### config.mk
export PLATFORM = sky130hd
export DESIGN_NAME = fetch_top
export DESIGN_NICKNAME = d
export VERILOG_FILES = /design/src/source/cache_pkg.sv /design/src/source/fetch_pkg.sv /design/src/source/fetch_control.sv /design/src/source/fetch_pc_gen.sv /design/src/source/fetch_top.sv /design/src/source/icache.sv
export SDC_FILE = /design/constraint.sdc
export NUM_CORES = 1
export LEC_CHECK = 0
export ABC_AREA = 1
export BUFFER_PORTS_ARGS = -buffer_cell sky130_fd_sc_hd__buf_2
export CORE_MARGIN = 5
export CORE_UTILIZATION = 55
export DETAILED_ROUTE_END_ITERATION = 6
export GPL_TIMING_DRIVEN = 0
export PLACE_DENSITY = 0.85
export REMOVE_ABC_BUFFERS = 1
export SLEW_MARGIN = 10
export SYNTH_ARGS = -nofsm -noshare
export SYNTH_HDL_FRONTEND = slang
export SYNTH_SLANG_ARGS = --single-unit
### constraint.sdc
create_clock -name clock -period 3.6 [get_ports clock]
set_input_delay 0 -clock clock [delete_from_list [all_inputs] [get_ports clock]]
set_output_delay 0 -clock clock [all_outputs]
set_load 0.01 [all_outputs]
### src/source/cache_pkg.sv
package cache_pkg;

	// Address and data share one width
	localparam int ADDR_W = 32;

	// Byte offset within a line of four words
	localparam int OFFSET_W = 4;

	localparam int INDEX_W = 2;

	localparam int TAG_W = ADDR_W - OFFSET_W - INDEX_W;

	localparam int WORDS_PER_LINE = 2 ** (OFFSET_W - 2);

	localparam int NUM_SETS = 2 ** INDEX_W;

endpackage

### src/source/fetch_pkg.sv
package fetch_pkg;

	localparam logic [31:0] RESET_PC = 32'h0000_0000;

	// funct3 that marks fence.i inside the misc_mem opcode
	localparam logic [2:0] FUNCT3_FENCE_I = 3'b001;

	typedef enum logic [2:0] {
		idle,
		wait_resp,
		refill_req,
		refill_wait,
		hold
	} fetch_state_t;

	// Only misc_mem matters to fetch, everything else falls in op_other
	typedef enum logic [6:0] {
		op_misc_mem = 7'b0001111,
		op_other    = 7'b1111111
	} inst_opcode_t;

endpackage

### src/source/fetch_control.sv
`timescale 1ns/1ps

module fetch_control (
	input  logic                         clock,
	input  logic                         reset,
	input  logic [cache_pkg::ADDR_W-1:0] pc,

	input  logic                         resp_valid,
	input  logic                         resp_hit,
	input  logic [cache_pkg::ADDR_W-1:0] resp_data,

	input  logic                         redirect,
	input  logic                         inst_ready,

	input  logic                         mem_rvalid,
	input  logic [cache_pkg::ADDR_W-1:0] mem_rdata,

	output logic                         issue,
	output logic                         advance,
	output logic                         fence_i,

	output logic [cache_pkg::ADDR_W-1:0] fill_addr,
	output logic [cache_pkg::ADDR_W-1:0] fill_data,
	output logic                         fill_valid,

	output logic                         mem_req,
	output logic [cache_pkg::ADDR_W-1:0] mem_addr,

	output logic [cache_pkg::ADDR_W-1:0] inst,
	output logic [cache_pkg::ADDR_W-1:0] inst_pc,
	output logic                         inst_valid
);
	import cache_pkg::*;
	import fetch_pkg::*;

	fetch_state_t        state;
	fetch_state_t        state_next;
	logic [OFFSET_W-3:0] word_count;
	logic [ADDR_W-1:0]   line_base;
	logic                redirect_pending;
	logic                transfer;
	logic                last_word;
	logic                drop_resp;
	inst_opcode_t        opcode;

	assign transfer  = (state == hold) && inst_ready;
	assign last_word = (word_count == (OFFSET_W - 2)'(WORDS_PER_LINE - 1));
	// A response fetched before a redirect is stale
	assign drop_resp = redirect || redirect_pending;

	always_comb begin
		state_next = state;
		issue      = 1'b0;
		case (state)
			idle: begin
				issue      = 1'b1;
				state_next = wait_resp;
			end
			wait_resp: begin
				if (resp_valid) begin
					if (drop_resp) begin
						issue = 1'b1;
					end else if (resp_hit) begin
						state_next = hold;
					end else begin
						state_next = refill_req;
					end
				end
			end
			refill_req: begin
				state_next = refill_wait;
			end
			refill_wait: begin
				// Refill always completes before pc is fetched again
				if (mem_rvalid) begin
					if (last_word) begin
						issue      = 1'b1;
						state_next = wait_resp;
					end else begin
						state_next = refill_req;
					end
				end
			end
			hold: begin
				if (inst_ready || redirect) begin
					issue      = 1'b1;
					state_next = wait_resp;
				end
			end
			default: begin
				state_next = idle;
			end
		endcase
	end

	always_ff @(posedge clock) begin
		if (reset) begin
			state            <= idle;
			word_count       <= '0;
			redirect_pending <= 1'b0;
		end else begin
			state <= state_next;
			if (issue) begin
				redirect_pending <= 1'b0;
			end else if (redirect) begin
				redirect_pending <= 1'b1;
			end
			// Wraps back to zero after the last word of the line
			if (fill_valid) begin
				word_count <= word_count + 1'b1;
			end
		end
	end

	always_ff @(posedge clock) begin
		if (state == wait_resp && resp_valid) begin
			inst      <= resp_data;
			inst_pc   <= pc;
			line_base <= {pc[ADDR_W-1:OFFSET_W], {OFFSET_W{1'b0}}};
		end
	end

	assign opcode  = inst_opcode_t'(inst[6:0]);
	assign advance = transfer;
	assign fence_i = transfer && (opcode == op_misc_mem) && (inst[14:12] == FUNCT3_FENCE_I);

	assign mem_req    = (state == refill_req);
	assign mem_addr   = line_base + ADDR_W'({word_count, 2'b00});
	assign fill_valid = (state == refill_wait) && mem_rvalid;
	assign fill_addr  = mem_addr;
	assign fill_data  = mem_rdata;
	assign inst_valid = (state == hold);

	// First word of a line follows a miss, each later word follows the previous return
	mem_req_after_miss: assert property (
		@(posedge clock) disable iff (reset)
		mem_req |-> ((word_count == '0) ? $past(resp_valid && !resp_hit)
			: $past(mem_rvalid))
	) else $error("fetch_control: mem_req without a miss or a returned word");

	held_inst_stable: assert property (
		@(posedge clock) disable iff (reset)
		inst_valid && !inst_ready && !redirect |=>
			inst_valid && $stable(inst) && $stable(inst_pc)
	) else $error("fetch_control: held instruction changed under back-pressure");

endmodule

### src/source/fetch_pc_gen.sv
`timescale 1ns/1ps

module fetch_pc_gen (
	input  logic                         clock,
	input  logic                         reset,
	input  logic                         issue,
	input  logic                         advance,
	input  logic                         redirect,
	input  logic [cache_pkg::ADDR_W-1:0] redirect_pc,
	output logic [cache_pkg::ADDR_W-1:0] pc,
	output logic                         fetch_valid
);
	import cache_pkg::*;
	import fetch_pkg::*;

	// Redirect wins over advance, so an issue in the same cycle
	// fetches from the new address
	always_ff @(posedge clock) begin
		if (reset) begin
			pc <= RESET_PC;
		end else if (redirect) begin
			pc <= redirect_pc;
		end else if (advance) begin
			pc <= pc + ADDR_W'(4);
		end
	end

	// Registered together with pc so the cache sees the updated address
	always_ff @(posedge clock) begin
		if (reset) begin
			fetch_valid <= 1'b0;
		end else begin
			fetch_valid <= issue;
		end
	end

endmodule

### src/source/fetch_top.sv
`timescale 1ns/1ps

module fetch_top (
	input  logic                         clock,
	input  logic                         reset,

	input  logic                         redirect,
	input  logic [cache_pkg::ADDR_W-1:0] redirect_pc,

	output logic [cache_pkg::ADDR_W-1:0] inst,
	output logic [cache_pkg::ADDR_W-1:0] inst_pc,
	output logic                         inst_valid,
	input  logic                         inst_ready,

	output logic                         mem_req,
	output logic [cache_pkg::ADDR_W-1:0] mem_addr,
	input  logic                         mem_rvalid,
	input  logic [cache_pkg::ADDR_W-1:0] mem_rdata
);
	import cache_pkg::*;

	logic [ADDR_W-1:0] pc;
	logic              fetch_valid;
	logic              issue;
	logic              advance;
	logic              fence_i;
	logic [ADDR_W-1:0] resp_data;
	logic              resp_hit;
	logic              resp_valid;
	logic [ADDR_W-1:0] fill_addr;
	logic [ADDR_W-1:0] fill_data;
	logic              fill_valid;

	fetch_pc_gen pc_gen (
		.clock       (clock),
		.reset       (reset),
		.issue       (issue),
		.advance     (advance),
		.redirect    (redirect),
		.redirect_pc (redirect_pc),
		.pc          (pc),
		.fetch_valid (fetch_valid)
	);

	icache cache (
		.clock       (clock),
		.reset       (reset),
		.fetch_addr  (pc),
		.fetch_valid (fetch_valid),
		.resp_data   (resp_data),
		.resp_hit    (resp_hit),
		.resp_valid  (resp_valid),
		.fill_addr   (fill_addr),
		.fill_data   (fill_data),
		.fill_valid  (fill_valid),
		.fence_i     (fence_i)
	);

	fetch_control control (
		.clock       (clock),
		.reset       (reset),
		.pc          (pc),
		.resp_valid  (resp_valid),
		.resp_hit    (resp_hit),
		.resp_data   (resp_data),
		.redirect    (redirect),
		.inst_ready  (inst_ready),
		.mem_rvalid  (mem_rvalid),
		.mem_rdata   (mem_rdata),
		.issue       (issue),
		.advance     (advance),
		.fence_i     (fence_i),
		.fill_addr   (fill_addr),
		.fill_data   (fill_data),
		.fill_valid  (fill_valid),
		.mem_req     (mem_req),
		.mem_addr    (mem_addr),
		.inst        (inst),
		.inst_pc     (inst_pc),
		.inst_valid  (inst_valid)
	);

endmodule

### src/source/icache.sv
`timescale 1ns/1ps

module icache (
	input  logic                         clock,
	input  logic                         reset,

	input  logic [cache_pkg::ADDR_W-1:0] fetch_addr,
	input  logic                         fetch_valid,

	output logic [cache_pkg::ADDR_W-1:0] resp_data,
	output logic                         resp_hit,
	output logic                         resp_valid,

	input  logic [cache_pkg::ADDR_W-1:0] fill_addr,
	input  logic [cache_pkg::ADDR_W-1:0] fill_data,
	input  logic                         fill_valid,

	input  logic                         fence_i
);
	import cache_pkg::*;

	logic [ADDR_W-1:0]   data_mem [NUM_SETS][WORDS_PER_LINE];
	logic [TAG_W-1:0]    tag_mem  [NUM_SETS];
	logic [NUM_SETS-1:0] valid_bits;

	logic [TAG_W-1:0]    read_tag;
	logic [INDEX_W-1:0]  read_index;
	logic [OFFSET_W-3:0] read_offset;
	logic [TAG_W-1:0]    write_tag;
	logic [INDEX_W-1:0]  write_index;
	logic [OFFSET_W-3:0] write_offset;
	logic                lookup_hit;

	// Address split: tag | index | word offset | byte offset
	assign read_tag     = fetch_addr[ADDR_W-1:OFFSET_W+INDEX_W];
	assign read_index   = fetch_addr[OFFSET_W+INDEX_W-1:OFFSET_W];
	assign read_offset  = fetch_addr[OFFSET_W-1:2];
	assign write_tag    = fill_addr[ADDR_W-1:OFFSET_W+INDEX_W];
	assign write_index  = fill_addr[OFFSET_W+INDEX_W-1:OFFSET_W];
	assign write_offset = fill_addr[OFFSET_W-1:2];

	assign lookup_hit = valid_bits[read_index] && (tag_mem[read_index] == read_tag);

	always_ff @(posedge clock) begin
		if (fetch_valid) begin
			resp_data <= data_mem[read_index][read_offset];
			resp_hit  <= lookup_hit;
		end
	end

	always_ff @(posedge clock) begin
		if (reset) begin
			resp_valid <= 1'b0;
		end else begin
			resp_valid <= fetch_valid;
		end
	end

	// fence.i drops every line at once
	always_ff @(posedge clock) begin
		if (reset || fence_i) begin
			valid_bits <= '0;
		end else if (fill_valid) begin
			valid_bits[write_index] <= 1'b1;
		end
	end

	// Each refill word rewrites the tag of its set
	always_ff @(posedge clock) begin
		if (fill_valid) begin
			data_mem[write_index][write_offset] <= fill_data;
			tag_mem[write_index]                <= write_tag;
		end
	end

	// Lookup and refill share no port, the controller keeps them apart
	fetch_fill_exclusive: assert property (
		@(posedge clock) disable iff (reset) !(fetch_valid && fill_valid)
	) else $error("icache: fetch_valid and fill_valid high together");

endmodule

After elaboration in Yosys (flattened, before gate mapping)
Memory sizes are Yosys's and may differ from the RTL's. A register that Yosys moved wholly into a read port is not among the register bits.
Index checks and enable logic that the tools add are counted.

storage, ports and cells
  bits in registers = 169
  bits in writable memories = 616
  input port bits = 69
  memories = 2

memory list
  memory          words  bits a word  rd ports  clocked after memory_dff  wr ports  line          text
  cache.data_mem  4      128          1         1                         1         icache.sv:22  logic [ADDR_W-1:0] data_mem [NUM_SETS][WORDS_PER_LINE];
  cache.tag_mem   4      26           1         1                         1         icache.sv:23  logic [TAG_W-1:0] tag_mem [NUM_SETS];

cells by class
  $add $sub $neg = 3
  $lt $le $gt $ge = 6
  eq/ne operators = 12
  multiplexer cells = 31
  bitwise gates (word level) = 3
  reduce and logical (&&, ||, !) cells = 15

operators with widths
  cell                                                                   number
  32-bit 2-to-1 mux                                                      5
  128-bit 2-to-1 mux                                                     1
  32-bit binary-select mux with 2-bit select                             1
  32-bit demux with 2-bit select                                         1
  32-bit by 3-bit adder with 32-bit output (second input constant)       1
  32-bit by 4-bit adder with 32-bit output                               1
  26-bit == test                                                         1
  3-bit 2-to-1 mux                                                       5
  3-bit one-hot mux with 5 select lines                                  1
  2-bit 2-to-1 mux                                                       5
  1-bit 2-to-1 mux                                                       9
  1-bit logical AND                                                      8
  7-bit by 4-bit == test with 1-bit output (second input constant)       1
  3-bit by 1-bit == test with 1-bit output (second input constant)       2
  3-bit by 2-bit == test with 1-bit output (second input constant)       2
  3-bit greater-or-equal comparator (second input constant)              2
  2-bit by 3-bit < comparator with 1-bit output (second input constant)  2
  2-bit inequality test (second input constant)                          3
  2-bit inverter with 3-bit output                                       2
  4-bit OR                                                               1
  1-bit one-hot mux with 4 select lines                                  1
  4-bit AND reduction                                                    1
  3-bit == test (second input constant)                                  1
  3-bit zero test                                                        1
  other kinds (10)                                                       12

Longest topological paths before layout
  depth in word-level cells = 7
  gate-level depth with buffers = 13
  mapped depth without buffers = 11

Hierarchy
A second synthesis with hierarchy kept.

unflattened totals
  cell total of the unflattened synthesis = 2,431
  area, all modules = 30,605.6 µm²

by module, submodules not included
  module         times used  cells an instance  area each (µm²)  seq. area each (µm²)
  icache         1           1,868              25,420.6         19,588.8
  fetch_control  1           228                3,049.2          2,042.0
  fetch_pc_gen   1           335                2,135.8          660.6

Least setup slack after synthesis
OpenSTA, ideal clock, no wires.

  path kind = register to register
  start point = register control.state[0]
  end point = memory cache.data_mem[3][0] (netlist name), enable pin
  setup time = 0.421 ns
  data arrival time = 3.579 ns
  data required time = 3.179 ns
  slack = -0.400 ns
  cell stages (with the launch flop) = 7
  path buffers = 0
  cell sequence = dfxtp_1 nand3_1 nor2_2 inv_1 nor3_2 inv_1 nor2_1

between the ends
  word-level cells in the longest chain between the ends = 4

RTL lines
  element                                   line                  text
  from (decl)                               fetch_control.sv:36   fetch_state_t state;
  from (signal assigned)                    fetch_control.sv:98   state <= idle;
  from (signal assigned)                    fetch_control.sv:102  state <= state_next;
  3-bit by 2-bit == test with 1-bit output  fetch_control.sv:129  assign fill_valid = (state == refill_wait) && mem_rvalid;
  1-bit logical AND                         fetch_control.sv:129
  1-bit 2-to-1 mux                          icache.sv:70          if (fill_valid) begin
  128-bit 2-to-1 mux (not written as such)  icache.sv:71          data_mem[write_index][write_offset] <= fill_data;
  to (decl)                                 icache.sv:22

No other way between the ends.

==> results by group <==
Status
  – Status: finished, final reports clean

Pwr
  – Leak pwr: 12.05 nW
  – NetSw: 4.593 mW
  – Internal power: approximately 15 mW
  – Comb pwr share: a little under 9%
  – Clock power frac: between 30% and 40%
  – Total Power: 19.16 mW
  – Pwr dens: 546.3 mW/mm2
  – Maximum vdd drop: about 0.68 mV
  – Net Sw Frac: a little under a quarter
  – Sequential share of power: between 50% and 60%

Global routing
  – GR Util All Layers: 25.90%
  – Initial antenna violation count: 2
  – Remaining Overflow, GRT: 0
  – Pin count of the biggest net entering global routing: around 160
  – First-pass GRT wire length: between 100,000 and 150,000 um
  – Vias in the first global route: just over 20,000

Timing
  – RSZ-0062 raised after global routing: no
  – Measured slew at the worst slew-check pin: ~1.2 ns
  – Fin. max-slew vios: 0
  – Final Setup Violations: 0
  – Hold WS: ~0.22 ns
  – Shortest period the worst path allows: ~3.3 ns
  – Slew headroom: 23.22%
  – Endpoints failing hold: 0
  – Final worst slack: around 0.32 ns
  – Clock Skew: approximately 0.024 ns
  – Max frequency: about 300 MHz
  – Final period util: about nine tenths

Yosys
  – Synth top area share: between 70% and 80%
  – #FFs+latches synth: 759
  – Warnings, synthesis: 0
  – Register area share after synthesis: about 74%
  – Most instantiated cells after synthesis: edfxtp_1, nor2_1, nand2_1
  – Top cells by area, synth: edfxtp_1, nor2_1, nand2_1
  – EDFF count, synth: 713
  – Synth Flop Type: edfxtp_1
  – Mapped cell area: 0.03000 mm2
  – Largest area contributor in the netlist: edfxtp_1
  – Count leader, synth: edfxtp_1
  – Mapped Cells: 2,389
  – Share of synthesized registers carrying an async set or reset: 0%
  – Mean area per synthesized cell: around 13 um2
  – Distinct cells, synth: 35

CTS
  – CTS Buffer Depth: 3
  – Htree depth: 3
  – Clk sinks: between 700 and 800
  – Worst-Skew Late Latency: between 0.6 and 0.7 ns
  – Worst-path clk slew: ~0.060 ns
  – TritonCTS buffer count: 74
  – Root Driver: clkbuf_16
  – TritonCTS clock tree: done

Place
  – PortBufs: 164
  – GPL Wtd Cong: a little over 0.9
  – Placed cell area: between 0.03 and 0.04 mm2
  – DP HPWL: approximately 46,000 um
  – Place WS: around 0.088 ns

Worst setup path
  – CP Class: reg2reg
  – Reg2reg setup slack: approximately 0.32 ns
  – Crit. End Element: register
  – Worst EP arrival: approximately 3.7 ns
  – CP bufs+invs: 3
  – Max stage delay cell, worst path: dfxtp_4
  – Cell repeated most along the worst path: nand2_1
  – CP cell instances: buf_16 > inv_12 > buf_16 > nand2_1 > nand3_1 > nand2_1 > nand2_1 > nand2_1 > nor2_1 > nand2_1 > nor2_1 > nand2_1 > nor2_1
  – Critical Path RT: 4.05 ns
  – Crit-path leading delay family: buffers and inverters
  – Max FO, Critical Path: between 150 and 200
  – Setup crit start kind: register
  – CP peak stage delay: approximately 0.53 ns

Die
  – Chip height: 243.6 um
  – Io pins: approximately 170
  – Starting density of the core: about 56%
  – # rows: 85
  – Core area: between 0.05 and 0.06 mm2
  – Die X: 243.6 um
  – Die area: between 0.05 and 0.06 mm2

Layout
  – Layout cells sized above 1: 12.82%
  – Nets: 2,672
  – Post-layout util: 65.05%
  – Area growth from synthesis to layout: 16.90%
  – Design area: between 0.03 and 0.04 mm2
  – Filler cells: ~3,500

Detailed routing
  – Vias per cell: around 6.2
  – WL/cell: between 20 and 25 um
  – Drt pass-1 iters: 6
  – Via count: between 20,000 and 25,000
  – Final WL: between 80,000 and 90,000 um
  – 1st-iter DRT viols: ~2,800
  – Residual DRC: 0
  – Antenna-violating nets left: 0

Run
  – Max-Cap Viols: 0

Worst hold path
  – Hold Crit Class: in2reg
## worst reg2reg max path: stages (launching register included)
cell	delay (ns)
dfxtp_4	0.53
buf_16	0.31
inv_12	0.53
buf_16	0.50
nand2_1	0.29
nand3_1	0.11
nand2_1	0.06
nand2_1	0.07
nand2_1	0.10
nor2_1	0.13
nand2_1	0.06
nor2_1	0.10
nand2_1	0.16
nor2_1	0.18
## sequential cells by signal, summed over array words and instances, names as in the netlist, named ones only
register,flops
cache.data_mem,512
cache.tag_mem,104
cache.resp_data,32
control.inst,32
control.inst_pc,32
pc_gen.pc,32
cache.valid_bits,4
control.state,3
control.word_count,2
cache.resp_hit,1
cache.resp_valid,1
control.redirect_pending,1
pc_gen.fetch_valid,1
## cell usage in the layout, fill, tap and decap left out, drive strengths merged, types with 25 or more instances in the layout
master / n
buf: 201
nand2: 358
o221ai: 53
clkinv: 25
o21ai: 284
a21oi: 27
nand3: 165
dfxtp: 46
o22ai: 76
edfxtp: 713
nor2: 371
clkbuf: 99
inv: 76
dlygate4sd3: 90
## through the flow
step | TNS (ns) | std cells
after floorplan | -283.80 | 2231
after global placement | -1363.16 | 3091
after detailed placement | 0 | 3127
after CTS | 0 | 3347
after global routing | 0 | 3349
final | 0 | 3350
## cell families after synthesis
kind of cell | Yosys count | share of synthesized area [%]
buffers and inverters | 233 | 3.695
AOI/OAI and AO/OA | 462 | 8.837
other | 1 | 0.01250
and+or+nand+nor | 917 | 12.47
adders and majority gates | 5 | 0.2085
xor gates and xnor gates | 12 | 0.3503
DFF | 759 | 74.43
## power by group through the flow
stage               sequential (mW)  combinational (mW)  clock [mW]
floorplan                      10.4               0.735           0
global placement               10.5                1.24           0
detailed placement             10.4                1.50           0
CTS                            10.2                1.61        7.30
global route                   10.2                1.78        7.68
finish                         10.2                1.66        7.28
## cell type report
| cell class | count | area (um2) | area share (%) |
|---|---|---|---|
| Antenna cell | 2 | 5.005 | 0.01427 |
| Clock buffer | 99 | 1988 | 5.668 |
| Clock inverter | 31 | 240.2 | 0.6849 |
| Inverter | 74 | 295.3 | 0.8419 |
| Multi-Input combinational cell | 1398 | 6709 | 19.13 |
| Sequential cell | 759 | 22340 | 63.70 |
| Tap cell | 696 | 870.8 | 2.483 |
| Timing Repair Buffer | 291 | 2625 | 7.484 |
## path summary, 6_finish.rpt
check	from	end	cells after the start
max	register	cache.resp_hit$_DFFE_PP_	13
min	redirect_pc[7]	pc_gen.pc[7]$_SDFFE_PP0N_	4
max reg2reg	register	cache.resp_hit$_DFFE_PP_	13
min reg2reg	cache.resp_data[9]$_DFFE_PP_	control.inst[9]$_DFFE_PP_	0
## metal layers
| metal | vias up | GRT usage, % | share of wire [%] | routed length (um) |
|---|---|---|---|---|
| li1 | 9038 | - | - | - |
| met1 | 9986 | 33.04 | 35 | 28290 |
| met2 | 1546 | 43.23 | 48 | 38780 |
| met3 | 297 | 6.390 | 12 | 9558 |
| met4 | 2 | 10.22 | 4.4 | 3567 |
| met5 | - | 0 | 0.017 | 14 |
## what timing repair did
item | CTS | global route
setup buffers | 0 | 1
hold endpoints to repair | 553 | 0
hold buffers | 90 | 0
endpoints found under the setup margin | 0 | 1
resized for setup | 0 | 2
Power figures use the tool's default switching activity.
